File: src/logic/histo_pkg.sv
`default_nettype none

package histo_pkg;

    // Width of an index over n items with at least one bit.
    function automatic int index_bits(input int n);
        int bits;
        bits = (n > 1) ? $clog2(n) : 1;
        return bits;
    endfunction

    // Counter words in the histogram memory.
    function automatic int mem_depth(input int pixels, input int bin_bits);
        int depth;
        depth = pixels << bin_bits;
        return depth;
    endfunction

    localparam int bin_bits_def       = 3;    // 8 time bins.
    localparam int count_bits_def     = 3;    // Saturates at 7.
    localparam int pixels_def         = 4;
    localparam int hits_per_pixel_def = 5;
    localparam int acqs_def           = 2;

    localparam int pixel_bits_def = index_bits(pixels_def);

endpackage

`default_nettype wire

File: src/logic/hit_bus_if.sv
`timescale 1ns/1ps
`default_nettype none

interface hit_bus_if #(
    parameter int bin_bits   = histo_pkg::bin_bits_def,
    parameter int pixel_bits = histo_pkg::pixel_bits_def
);

    logic                  valid;        // One cycle per hit.
    logic [pixel_bits-1:0] pixel;
    logic [bin_bits-1:0]   bin;
    logic                  frame_end;    // Last hit of the frame.

    modport src (
        output valid,
        output pixel,
        output bin,
        output frame_end
    );

    modport dst (
        input valid,
        input pixel,
        input bin,
        input frame_end
    );

endinterface

`default_nettype wire

File: src/logic/hit_sequencer.sv
`timescale 1ns/1ps
`default_nettype none

module hit_sequencer #(
    parameter int bin_bits       = histo_pkg::bin_bits_def,
    parameter int pixels         = histo_pkg::pixels_def,
    parameter int hits_per_pixel = histo_pkg::hits_per_pixel_def,
    parameter int acqs           = histo_pkg::acqs_def,
    localparam int pixel_bits    = histo_pkg::index_bits(pixels)
) (
    input  logic                clk,
    input  logic                res,
    input  logic                hit,
    input  logic [bin_bits-1:0] bin,
    input  logic                release_pulse,
    input  logic                clear_done,
    output logic                busy,
    hit_bus_if.src              hb
);

    import histo_pkg::*;

    localparam int hit_bits = index_bits(hits_per_pixel);
    localparam int acq_bits = index_bits(acqs);

    localparam logic [hit_bits-1:0]   last_hit   = hit_bits'(hits_per_pixel - 1);
    localparam logic [pixel_bits-1:0] last_pixel = pixel_bits'(pixels - 1);
    localparam logic [acq_bits-1:0]   last_acq   = acq_bits'(acqs - 1);

    typedef enum logic [1:0] {
        st_clearing,
        st_counting,
        st_waiting
    } state_t;

    state_t state;

    logic [hit_bits-1:0]   hit_cnt;
    logic [pixel_bits-1:0] pixel_cnt;
    logic [acq_bits-1:0]   acq_cnt;

    logic accept;
    logic pixel_wrap;
    logic acq_wrap;
    logic frame_wrap;

    // Hits only count while no clear or readout is in progress.
    assign accept     = hit & (state == st_counting);
    assign pixel_wrap = (hit_cnt == last_hit);
    assign acq_wrap   = pixel_wrap & (pixel_cnt == last_pixel);
    assign frame_wrap = acq_wrap & (acq_cnt == last_acq);

    assign busy = (state != st_counting);

    always_ff @(posedge clk or negedge res) begin
        if (!res) begin
            state        <= st_clearing;
            hit_cnt      <= '0;
            pixel_cnt    <= '0;
            acq_cnt      <= '0;
            hb.valid     <= 1'b0;
            hb.frame_end <= 1'b0;
        end else begin
            hb.valid     <= accept;
            hb.frame_end <= accept & frame_wrap;

            case (state)
                st_clearing: begin
                    if (clear_done) begin
                        state <= st_counting;
                    end
                end
                st_counting: begin
                    if (accept && frame_wrap) begin
                        state <= st_waiting;
                    end
                end
                st_waiting: begin
                    if (release_pulse) begin
                        state <= st_counting;
                    end
                end
                default: state <= st_clearing;
            endcase

            if (accept) begin
                if (pixel_wrap) begin
                    hit_cnt <= '0;
                    if (acq_wrap) begin
                        pixel_cnt <= '0;
                        acq_cnt   <= frame_wrap ? '0 : acq_cnt + 1'b1;
                    end else begin
                        pixel_cnt <= pixel_cnt + 1'b1;
                    end
                end else begin
                    hit_cnt <= hit_cnt + 1'b1;
                end
            end
        end
    end

    // Pixel tag is the one in effect when the hit arrived.
    always_ff @(posedge clk) begin
        if (accept) begin
            hb.pixel <= pixel_cnt;
            hb.bin   <= bin;
        end
    end

endmodule

`default_nettype wire

File: src/logic/bin_accumulator.sv
`timescale 1ns/1ps
`default_nettype none

module bin_accumulator #(
    parameter int bin_bits     = histo_pkg::bin_bits_def,
    parameter int count_bits   = histo_pkg::count_bits_def,
    parameter int pixels       = histo_pkg::pixels_def,
    localparam int pixel_bits  = histo_pkg::index_bits(pixels),
    localparam int addr_bits   = pixel_bits + bin_bits
) (
    input  logic                  clk,
    input  logic                  res,
    hit_bus_if.dst                hb,
    input  logic                  rd_en,
    input  logic [addr_bits-1:0]  rd_addr,
    output logic [count_bits-1:0] rd_data,
    output logic                  frame_written,
    output logic                  clear_done
);

    import histo_pkg::*;

    localparam int depth = mem_depth(pixels, bin_bits);

    localparam logic [addr_bits-1:0]  last_addr = addr_bits'(depth - 1);
    localparam logic [count_bits-1:0] count_max = '1;

    logic [count_bits-1:0] mem [depth];
    logic [count_bits-1:0] mem_q;

    logic [addr_bits-1:0] hit_addr;
    logic [addr_bits-1:0] rd_sel;

    logic                 s1_valid;    // Read stage of the RMW.
    logic                 s1_end;
    logic [addr_bits-1:0] s1_addr;

    logic                  fwd;
    logic [count_bits-1:0] fwd_data;
    logic [count_bits-1:0] old_count;
    logic [count_bits-1:0] new_count;

    logic                 sweeping;
    logic [addr_bits-1:0] sweep_addr;

    // Pixel-major layout with the bins of one pixel adjacent.
    assign hit_addr = {hb.pixel, hb.bin};

    // Readout only runs while hits are blocked.
    assign rd_sel = rd_en ? rd_addr : hit_addr;

    // The word just written is newer than what memory returned.
    assign old_count = fwd ? fwd_data : mem_q;
    assign new_count = (old_count == count_max) ? old_count : old_count + 1'b1;

    assign rd_data = mem_q;

    always_ff @(posedge clk) begin
        mem_q <= mem[rd_sel];
        if (sweeping) begin
            mem[sweep_addr] <= '0;
        end else if (rd_en) begin
            mem[rd_addr] <= '0;    // Clear on read.
        end else if (s1_valid) begin
            mem[s1_addr] <= new_count;
        end
        s1_addr  <= hit_addr;
        fwd_data <= new_count;
    end

    always_ff @(posedge clk or negedge res) begin
        if (!res) begin
            s1_valid      <= 1'b0;
            s1_end        <= 1'b0;
            fwd           <= 1'b0;
            frame_written <= 1'b0;
            sweeping      <= 1'b1;
            sweep_addr    <= '0;
            clear_done    <= 1'b0;
        end else begin
            s1_valid      <= hb.valid;
            s1_end        <= hb.valid & hb.frame_end;
            fwd           <= hb.valid & s1_valid & (s1_addr == hit_addr);
            frame_written <= s1_end;    // Final write lands with this edge.
            clear_done    <= 1'b0;

            if (sweeping) begin
                if (sweep_addr == last_addr) begin
                    sweeping   <= 1'b0;
                    clear_done <= 1'b1;
                end else begin
                    sweep_addr <= sweep_addr + 1'b1;
                end
            end
        end
    end

endmodule

`default_nettype wire

File: src/logic/histo_readout.sv
`timescale 1ns/1ps
`default_nettype none

module histo_readout #(
    parameter int bin_bits     = histo_pkg::bin_bits_def,
    parameter int count_bits   = histo_pkg::count_bits_def,
    parameter int pixels       = histo_pkg::pixels_def,
    localparam int pixel_bits  = histo_pkg::index_bits(pixels),
    localparam int addr_bits   = pixel_bits + bin_bits
) (
    input  logic                  clk,
    input  logic                  res,
    input  logic                  frame_written,
    output logic                  rd_en,
    output logic [addr_bits-1:0]  rd_addr,
    input  logic [count_bits-1:0] rd_data,
    output logic                  count_valid,
    output logic [count_bits-1:0] count,
    output logic [pixel_bits-1:0] count_pixel,
    output logic [bin_bits-1:0]   count_bin,
    output logic                  frame_done,
    output logic                  release_pulse
);

    import histo_pkg::*;

    localparam int depth = mem_depth(pixels, bin_bits);

    localparam logic [addr_bits-1:0] last_addr = addr_bits'(depth - 1);

    logic                 walking;
    logic [addr_bits-1:0] addr;
    logic [addr_bits-1:0] addr_q;    // Labels the returning word.
    logic                 valid_q;

    // First read goes out in the frame_written cycle itself.
    assign rd_en   = frame_written | walking;
    assign rd_addr = addr;

    assign count_valid   = valid_q;
    assign count         = rd_data;
    assign count_pixel   = addr_q[addr_bits-1 -: pixel_bits];
    assign count_bin     = addr_q[bin_bits-1:0];
    assign release_pulse = frame_done;

    always_ff @(posedge clk or negedge res) begin
        if (!res) begin
            walking    <= 1'b0;
            addr       <= '0;
            valid_q    <= 1'b0;
            frame_done <= 1'b0;
        end else begin
            valid_q    <= rd_en;
            frame_done <= valid_q & (addr_q == last_addr);

            if (rd_en) begin
                if (addr == last_addr) begin
                    addr    <= '0;    // Ready for the next frame.
                    walking <= 1'b0;
                end else begin
                    addr    <= addr + 1'b1;
                    walking <= 1'b1;
                end
            end
        end
    end

    always_ff @(posedge clk) begin
        addr_q <= addr;
    end

endmodule

`default_nettype wire

File: src/logic/histo_top.sv
`timescale 1ns/1ps
`default_nettype none

module histo_top #(
    parameter int bin_bits       = histo_pkg::bin_bits_def,
    parameter int count_bits     = histo_pkg::count_bits_def,
    parameter int pixels         = histo_pkg::pixels_def,
    parameter int hits_per_pixel = histo_pkg::hits_per_pixel_def,
    parameter int acqs           = histo_pkg::acqs_def,
    localparam int pixel_bits    = histo_pkg::index_bits(pixels),
    localparam int addr_bits     = pixel_bits + bin_bits
) (
    input  logic                  clk,
    input  logic                  res,
    input  logic                  hit,
    input  logic [bin_bits-1:0]   bin,
    output logic                  busy,
    output logic                  count_valid,
    output logic [count_bits-1:0] count,
    output logic [pixel_bits-1:0] count_pixel,
    output logic [bin_bits-1:0]   count_bin,
    output logic                  frame_done
);

    logic                  rd_en;
    logic [addr_bits-1:0]  rd_addr;
    logic [count_bits-1:0] rd_data;
    logic                  frame_written;
    logic                  clear_done;
    logic                  release_pulse;

    hit_bus_if #(
        .bin_bits   (bin_bits),
        .pixel_bits (pixel_bits)
    ) hb ();

    hit_sequencer #(
        .bin_bits       (bin_bits),
        .pixels         (pixels),
        .hits_per_pixel (hits_per_pixel),
        .acqs           (acqs)
    ) u_seq (
        .clk           (clk),
        .res           (res),
        .hit           (hit),
        .bin           (bin),
        .release_pulse (release_pulse),
        .clear_done    (clear_done),
        .busy          (busy),
        .hb            (hb.src)
    );

    bin_accumulator #(
        .bin_bits   (bin_bits),
        .count_bits (count_bits),
        .pixels     (pixels)
    ) u_acc (
        .clk           (clk),
        .res           (res),
        .hb            (hb.dst),
        .rd_en         (rd_en),
        .rd_addr       (rd_addr),
        .rd_data       (rd_data),
        .frame_written (frame_written),
        .clear_done    (clear_done)
    );

    histo_readout #(
        .bin_bits   (bin_bits),
        .count_bits (count_bits),
        .pixels     (pixels)
    ) u_rd (
        .clk           (clk),
        .res           (res),
        .frame_written (frame_written),
        .rd_en         (rd_en),
        .rd_addr       (rd_addr),
        .rd_data       (rd_data),
        .count_valid   (count_valid),
        .count         (count),
        .count_pixel   (count_pixel),
        .count_bin     (count_bin),
        .frame_done    (frame_done),
        .release_pulse (release_pulse)
    );

endmodule

`default_nettype wire

File: config.mk
export PLATFORM = sky130hd
export DESIGN_NAME = histo_top
export DESIGN_NICKNAME = d
export VERILOG_FILES = /design/src/logic/histo_pkg.sv /design/src/logic/hit_bus_if.sv /design/src/logic/hit_sequencer.sv /design/src/logic/bin_accumulator.sv /design/src/logic/histo_readout.sv /design/src/logic/histo_top.sv
export SDC_FILE = /design/constraint.sdc
export NUM_CORES = 1
export LEC_CHECK = 0
export ABC_AREA = 1
export ABC_CLOCK_PERIOD_IN_PS = 5600
export BUFFER_PORTS_ARGS = -buffer_cell sky130_fd_sc_hd__buf_4
export CAP_MARGIN = 20
export CORE_ASPECT_RATIO = 0.9
export CORE_MARGIN = 2
export CORE_UTILIZATION = 55
export CTS_CLUSTER_DIAMETER = 200
export DETAILED_ROUTE_END_ITERATION = 8
export PLACE_DENSITY = 0.72
export SYNTH_ARGS = -nofsm -noshare
export SYNTH_HDL_FRONTEND = slang
export SYNTH_SLANG_ARGS = --single-unit
export TNS_END_PERCENT = 10
File: constraint.sdc
create_clock -name clk -period 5.6 [get_ports clk]
set_input_delay 0.84 -clock clk [delete_from_list [all_inputs] [get_ports clk]]
set_output_delay 0.84 -clock clk [all_outputs]
set_load 0.05 [all_outputs]
==> impl_metrics.py, run 1 <==
metrics = {
    "sta": {
        "drv_slew": 0,
        "tightestPinTransition_ns": 1.06,
        "finalSetupViolations": 0,
        "fin_skew_ns": 0.0130,
        "worst_slew_margin_rel": 0.287,
        "clock.fmax_mhz": 346,
        "rsz0062_at_grt": "false",
        "layout_worst_path_cycle_share": 0.516,
        "post-route-min-period_ns": 2.89,
        "tns_ns": 0,
        "hold_viol_final": 0,
    },
    "route": {
        "routed_wirelength_mm": 13.7,
        "wl_per_cell_um": 16.5,
        "drt_drc_violations_left": 0,
        "ant_nets": 0,
        "detail_route.first_pass.iterations": 6,
        "dr_total_vias": 4508,
        "detail_route.vias_per_cell": 5.44,
        "detail_route.iter0.violations": 542,
    },
    "power_and_ir_drop": {
        "pwr-share-clk": 0.494,
        "total_leakage_power_uw": 0.00313,
        "irDropWorstVdd_mv": 0.192,
        "power.switching_uw": 439,
        "sw_share": 0.193,
        "power.density_nw_per_um2": 314,
        "power_frac_seq": 0.504,
        "intPower_uw": 1830,
        "comb_power_share": 0.003,
    },
    "global_route": {
        "grt_start_max_net_pins": 50,
        "global_route.overflow_total": 0,
        "grt_first_pass_wirelength_mm": 22.2,
        "gr-usage-met1": 0.332,
        "grt.met3_usage": 0.0513,
        "global_route.usage.met2": 0.372,
        "grt.busiest_layer": "met2",
        "first_global_vias": 4487,
        "track_usage": 0.242,
        "grt_antenna_before_repair": 0,
    },
    "synth": {
        "seq_area_frac_synth": 0.642,
        "yosys.cell_count.top_type": "sky130_fd_sc_hd__nand2_1",
        "postSynth.asyncResetShare": 0.199,
        "netlist.area_leader.share": 0.477,
        "postSynth.topFlopCell": "sky130_fd_sc_hd__edfxtp_1",
        "netlist_area_um2": 6350,
        "gate_count_post_synth": 642,
        "ys_ff_latch": 146,
        "synth_top_cell_by_area": "sky130_fd_sc_hd__edfxtp_1",
        "avgSynthCellArea_um2": 9.89,
        "post_synth_num_cell_types": 34,
        "synth.top_cells.by_area": "sky130_fd_sc_hd__edfxtp_1, sky130_fd_sc_hd__dfrtp_1, sky130_fd_sc_hd__nand2_1",
        "synth-edff-count": 101,
        "ys.warnings.count": 0,
        "synth_fp_nets": 656,
        "synth_top_cells_by_count": "sky130_fd_sc_hd__nand2_1, sky130_fd_sc_hd__nand3_1, sky130_fd_sc_hd__edfxtp_1, sky130_fd_sc_hd__inv_1, sky130_fd_sc_hd__nor2_1",
    },
    "setup_path": {
        "rr_worst_depth": 13,
        "r2r_end": "u_acc.rd_data[2]",
        "timing.critical_path.required_ns": 5.96,
        "worst_r2r_startpoint": "u_rd.walking",
        "setup.worst_path.class": "reg -> reg",
        "worstSetupStartpointType": "flop",
        "regToRegSetupSlack_ns": 2.71,
        "crit_path_launch": "u_rd.walking",
        "critPathCaptureType": "flop",
        "critical_path_arrival_ns": 3.25,
        "critPathMaxFanout": 49,
    },
    "placement": {
        "globalplace.congestion": 0.825,
        "hpwl_mm": 8.70,
        "cell_total_after_placement": 797,
        "port_buffers": 16,
    },
    "clock_network": {
        "cts_buffer_depth": 2,
        "h_tree_lvl_count": 4,
        "clk_latency_ns": 0.42,
        "numCtsBuffers": 17,
        "postCtsResizedCells": 0,
        "clock-root-buffer": "sky130_fd_sc_hd__clkbuf_16",
        "cts_setup_buffers": 0,
        "clk_pin_slew_worst_paths_ns": 0.06,
        "clock-sinks": 146,
        "holdBufCountCts": 0,
        "tritoncts": "done",
    },
    "die": {
        "dieHeight_um": 106,
        "overall_die_area_um2": 12400,
        "placeableCoreArea_um2": 11300,
        "floorplan.io_pins": 17,
        "row_count": 37,
        "start_util": 0.560,
        "fp.dieW_um": 117,
    },
    "final_layout": {
        "syn2layout_area_growth_pct": 13.7,
        "filler_cell_count": 881,
        "post_layout_nonfiller_instances": 829,
        "final_cell_utilization_of_the_core": 0.637,
        "finalNetCount": 674,
        "share_of_post_route_cells_with_drive_strength_above_1": 0.0921,
        "antennaDiodeCount": 0,
    },
    "job": {
        "max-cap-violations": 0,
    },
    "status": {
        "outcome": "finished, final reports clean",
    },
    "min_path": {
        "timing.hold.worst.class": "in -> async",
    },
}
==> per-stage QoR <==
step / power (uW) / hold slack [ns] / area, um2 / worst slack [ns]
final: 2270 / 0.323 / 7220 / 2.71
after CTS: 2280 / 0.331 / 7220 / 2.75
after global routing: 2330 / 0.346 / 7220 / 2.41
after floorplan: 1160 / 0.331 / 6350 / 3.26
after global placement: 1170 / 0.334 / 6640 / 2.89
after detailed placement: 1170 / 0.343 / 6640 / 2.78
==> sequential cells by signal, summed over array words and instances, names as in the netlist, 2 cells and up <==
| signal | cells |
|---|---|
| u_acc.fwd_data | 3 |
| u_acc.mem | 96 |
| u_acc.rd_data | 3 |
| u_acc.s1_addr | 5 |
| u_acc.sweep_addr | 5 |
| u_rd.addr_q | 5 |
| u_rd.rd_addr | 5 |
| u_seq.hb.bin | 3 |
| u_seq.hb.pixel | 2 |
| u_seq.hit_cnt | 3 |
| u_seq.pixel_cnt | 2 |
| u_seq.state | 2 |
==> logic make-up (layout without fill, tap and decap cells) <==
| group | Yosys count | after routing | share of synthesized area |
|---|---|---|---|
| and+or+nand+nor | 341 | 341 | 0.236 |
| DFF | 146 | 146 | 0.642 |
| buffers and inverters | 108 | 139 | 0.0660 |
| AOI/OAI and AO/OA | 29 | 29 | 0.0256 |
| adders and majority gates | 8 | 8 | 0.0158 |
| xor gates and xnor gates | 8 | 8 | 0.0110 |
| muxes | 2 | 2 | 0.00335 |
==> layer usage <==
layer	vias up	wire length, um	part of all wire
met5	-	0	0
met4	0	323	0.024
met3	28	861	0.063
met2	156	6540	0.48
met1	2163	5990	0.44
li1	2161	-	-
==> worst max-delay path, cell delays in order (launching register included) <==
cell	delay, ns
sky130_fd_sc_hd__dfrtp_1	0.43
sky130_fd_sc_hd__nor2_4	0.30
sky130_fd_sc_hd__nand2_1	0.08
sky130_fd_sc_hd__buf_4	0.29
sky130_fd_sc_hd__nand2_1	0.67
sky130_fd_sc_hd__buf_4	0.39
sky130_fd_sc_hd__nand2_1	0.09
sky130_fd_sc_hd__nand2_1	0.07
sky130_fd_sc_hd__nand2_1	0.05
sky130_fd_sc_hd__nand3_1	0.10
sky130_fd_sc_hd__nand3_1	0.10
sky130_fd_sc_hd__nand2_1	0.10
sky130_fd_sc_hd__nand2_1	0.05
sky130_fd_sc_hd__nand2_1	0.07
==> cell type report <==
cell class | instances | area, um2 | share of cell area
clock inverter | 11 | 125 | 0.0173
timing repair buffer | 22 | 165 | 0.0229
tap | 156 | 195 | 0.0270
sequential | 146 | 4080 | 0.565
clock buffer | 21 | 462 | 0.0639
inverter | 85 | 319 | 0.0442
multi-input combinational | 388 | 1880 | 0.260
==> power by group through the flow <==
stage / sequential (uW) / combinational, uW / clock (uW)
6_report: 1140 / 6.42 / 1120
5_1_grt: 1140 / 7.57 / 1180
4_1_cts: 1140 / 6.77 / 1130
3_5_place_dp: 1160 / 6.80 / 0
3_3_place_gp: 1160 / 6.61 / 0
2_1_floorplan: 1160 / 0.00163 / 0
==> placed cells by master, fill, tap and decap left out, types with 2 or more instances in the layout <==
cell type                    netlist  final
sky130_fd_sc_hd__clkinvlp_4        0      2
sky130_fd_sc_hd__clkbuf_1         10      3
sky130_fd_sc_hd__nand2_1         158    158
sky130_fd_sc_hd__inv_1            83     83
sky130_fd_sc_hd__o21ai_1           8      7
sky130_fd_sc_hd__or2_2             2      2
sky130_fd_sc_hd__buf_4             0     22
sky130_fd_sc_hd__ha_1              8      8
sky130_fd_sc_hd__xnor2_1           4      4
sky130_fd_sc_hd__o21ai_0          11     11
sky130_fd_sc_hd__dfxtp_1          16     16
sky130_fd_sc_hd__o211ai_1          2      2
sky130_fd_sc_hd__edfxtp_1        101    101
sky130_fd_sc_hd__inv_6             0      4
sky130_fd_sc_hd__inv_2             2      2
sky130_fd_sc_hd__clkbuf_16         0     18
sky130_fd_sc_hd__nand4_1           3      3
sky130_fd_sc_hd__xor2_1            4      4
sky130_fd_sc_hd__clkinv_2          0      3
sky130_fd_sc_hd__nand3b_1         12     12
sky130_fd_sc_hd__nor2_1           49     49
sky130_fd_sc_hd__dfrtp_1          28     28
sky130_fd_sc_hd__bufinv_16         0      2
sky130_fd_sc_hd__nand3_1         112    112
sky130_fd_sc_hd__a21oi_1           3      2
==> how the worst max path moves through the flow <==
stage                             endpoint  slack [ns]  cells after the start
after floorplan            u_acc.mem[0][1]        3.26                      7
after global placement    u_acc.rd_data[0]        2.89                     12
after detailed placement  u_acc.rd_data[2]        2.78                     13
after CTS                 u_acc.rd_data[2]        2.75                     13
after global routing      u_acc.rd_data[2]        2.41                     12
final                     u_acc.rd_data[2]        2.71                     13
(Power assumes the default switching activity.)
==> run 2, diff against run 1 <==
--- a/config.mk
+++ b/config.mk
@@ -6,7 +6,7 @@
 export NUM_CORES = 1
 export LEC_CHECK = 0
 export ABC_AREA = 1
-export ABC_CLOCK_PERIOD_IN_PS = 5600
+export ABC_CLOCK_PERIOD_IN_PS = 2400
 export BUFFER_PORTS_ARGS = -buffer_cell sky130_fd_sc_hd__buf_4
 export CAP_MARGIN = 20
 export CORE_ASPECT_RATIO = 0.9
@@ -14,7 +14,7 @@
 export CORE_UTILIZATION = 55
 export CTS_CLUSTER_DIAMETER = 200
 export DETAILED_ROUTE_END_ITERATION = 8
-export PLACE_DENSITY = 0.72
+export PLACE_DENSITY = 0.74
 export SYNTH_ARGS = -nofsm -noshare
 export SYNTH_HDL_FRONTEND = slang
 export SYNTH_SLANG_ARGS = --single-unit
==> constraint.sdc (replaced) <==
create_clock -name clk -period 2.4 [get_ports clk]
set_input_delay 0.36 -clock clk [delete_from_list [all_inputs] [get_ports clk]]
set_output_delay 0.36 -clock clk [all_outputs]
set_load 0.05 [all_outputs]
==> run 2 against run 1 <==
  * Flip-flop and latch count is the same
  * Clock-buffer cell count unchanged
  * Critical path depth is 2 lower
  * Hold slack worse by 0.21 ns
  * Sequential power rose by 130%
  * Die area unchanged
  * Cell count increased by 1.6%
  * Setup slack worse by 2.6 ns
  * Global-route usage is 0.52 points lower
  * Utilization rose by 0.89 points
==> impl_metrics.py, run 2 (synthesis results as in run 1) <==
metrics = {
    "sta": {
        "drv_slew": 0,
        "tightestPinTransition_ns": 0.642,
        "clock.fmax_mhz": 435,
        "finalSetupViolations": 0,
        "post-route-min-period_ns": 2.30,
        "hold_viol_final": 0,
        "worst_slew_margin_rel": 0.568,
        "rsz0062_at_grt": "true",
        "fin_skew_ns": 0.00636,
        "postLayoutSetupSlackWorst_ns": 0.101,
        "layout_worst_path_cycle_share": 0.958,
        "tns_ns": 0,
    },
    "min_path": {
        "timing.hold.worst.class": "in -> reg",
    },
    "die": {
        "overall_die_area_um2": 12400,
        "dieHeight_um": 106,
        "floorplan.io_pins": 17,
        "placeableCoreArea_um2": 11300,
        "row_count": 37,
        "start_util": 0.560,
        "fp.dieW_um": 117,
    },
    "clock_network": {
        "numCtsBuffers": 17,
        "clock-root-buffer": "sky130_fd_sc_hd__clkbuf_16",
        "clk_latency_ns": 0.42,
        "tritoncts": "done",
        "cts_buffer_depth": 2,
        "h_tree_lvl_count": 4,
        "clock-sinks": 146,
        "clk_pin_slew_worst_paths_ns": 0.06,
    },
    "final_layout": {
        "post_layout_nonfiller_instances": 842,
        "antennaDiodeCount": 0,
        "final_common_cell": "sky130_fd_sc_hd__nand2_1",
        "largest_register": "u_acc.mem",
        "finalNetCount": 687,
        "syn2layout_area_growth_pct": 15.3,
        "largest_register_ff_count": 96,
        "mostFrequentLayoutCells": "sky130_fd_sc_hd__nand2_1, sky130_fd_sc_hd__nand3_1, sky130_fd_sc_hd__edfxtp_1",
        "share_of_post_route_cells_with_drive_strength_above_1": 0.124,
        "filler_cell_count": 889,
    },
    "power_and_ir_drop": {
        "total_leakage_power_uw": 0.00318,
        "power.density_nw_per_um2": 695,
        "irDropWorstVdd_mv": 0.505,
        "power.total_uw": 5090,
    },
    "placement": {
        "globalplace.congestion": 0.837,
        "dp_worst_setup_slack_ns": 0.144,
        "cell_total_after_placement": 806,
        "hpwl_mm": 8.57,
        "port_buffers": 16,
    },
    "setup_path": {
        "timing.critical_path.required_ns": 2.50,
        "slowest_delay_ns": 0.43,
        "crit_path_cell_trace": "nor2_4 -> inv_2 -> nand2_1 -> nor2_1 -> a21oi_1 -> nand2_1 -> o21ai_1 -> inv_1 -> nor2_1 -> nand2_1 -> nor2_1",
        "worstSetupStartpointType": "flop",
        "critPathMaxFanout": 10,
        "cpMaxStageDelayCell": "sky130_fd_sc_hd__dfrtp_1",
        "setup.worst_path.class": "reg -> reg",
        "critical_path_arrival_ns": 2.40,
        "critPathCaptureType": "flop",
    },
    "route": {
        "ant_nets": 0,
        "detail_route.vias_per_cell": 5.40,
        "dr_total_vias": 4546,
        "wl_per_cell_um": 16.1,
        "routed_wirelength_mm": 13.5,
        "detail_route.iter0.violations": 408,
        "detail_route.first_pass.iterations": 5,
        "drt_drc_violations_left": 0,
    },
    "global_route": {
        "grt_antenna_before_repair": 0,
        "track_usage": 0.237,
        "grt_first_pass_wirelength_mm": 21.9,
        "grt_start_max_net_pins": 50,
        "global_route.overflow_total": 0,
        "first_global_vias": 4416,
    },
    "status": {
        "outcome": "finished, final reports clean",
    },
    "job": {
        "max-cap-violations": 0,
    },
}
run 2: final timing paths:
| kind | start | to | slack (ns) | depth (start not counted) |
|---|---|---|---|---|
| hold reg to reg | u_acc.s1_end | u_acc.frame_written | 0.35 | 0 |
| setup / recovery | u_rd.walking | u_acc.mem[1][0] | 0.10 | 11 |
| max in group asynchronous | res | u_acc.sweeping | 1.68 | 2 |
| setup reg to reg | u_rd.walking | u_acc.mem[1][0] | 0.10 | 11 |
| min in group asynchronous | res | u_acc.fwd | 0.40 | 2 |
| hold / removal | bin[2] | u_seq.hb.bin[2] | 0.11 | 1 |
run 2: area by class of cell:
cell class / count / area [um2] / area share
Sequential cell: 146 / 4080 / 0.557
Inverter: 85 / 323 / 0.0441
Timing Repair inverter: 1 / 7.51 / 0.00103
Tap cell: 156 / 195 / 0.0267
Clock buffer: 21 / 470 / 0.0642
Timing Repair Buffer: 34 / 287 / 0.0391
Multi-Input combinational cell: 388 / 1890 / 0.258
Clock inverter: 11 / 72.6 / 0.00991
run 2: stage by stage:
step	utilization	area (um2)	hold slack, ns
final	0.646	7320	0.114
after CTS	0.641	7270	0.104
after global routing	0.646	7320	0.103
after detailed placement	0.592	6720	0.304
after global placement	0.592	6720	0.302
after floorplan	-	6350	0.0644
run 2: per-layer routing:
layer  global-route usage  wire [um]  vias to the layer above
met2                0.390       6670                      144
met3               0.0542        845                       29
met4               0.0958        306                        0
met5                    0          0                        -
li1                     -          -                     2190
met1                0.303       5710                     2183
run 2: what timing repair did:
item	4_1_cts	5_1_grt
endpoints found under the hold margin	28	0
resized for setup	0	11
setup buffers	0	2
hold buffers	1	0
setup endpoints to repair	0	41
run 2: report_power, final:
group	internal, uW	leakage [uW]	switching, uW
Sequential	2670	0.00123	0
Clock	1410	0.000280	1000
Combinational	6.18	0.00167	10.3
run 2: critical path, delay by kind of cell (launching register included):
kind	cells	cell delay, ns
AND/OR/NAND/NOR	7	1.11
flip-flops	1	0.43
AO/OA/AOI/OAI	2	0.29
buffers and inverters	2	0.15
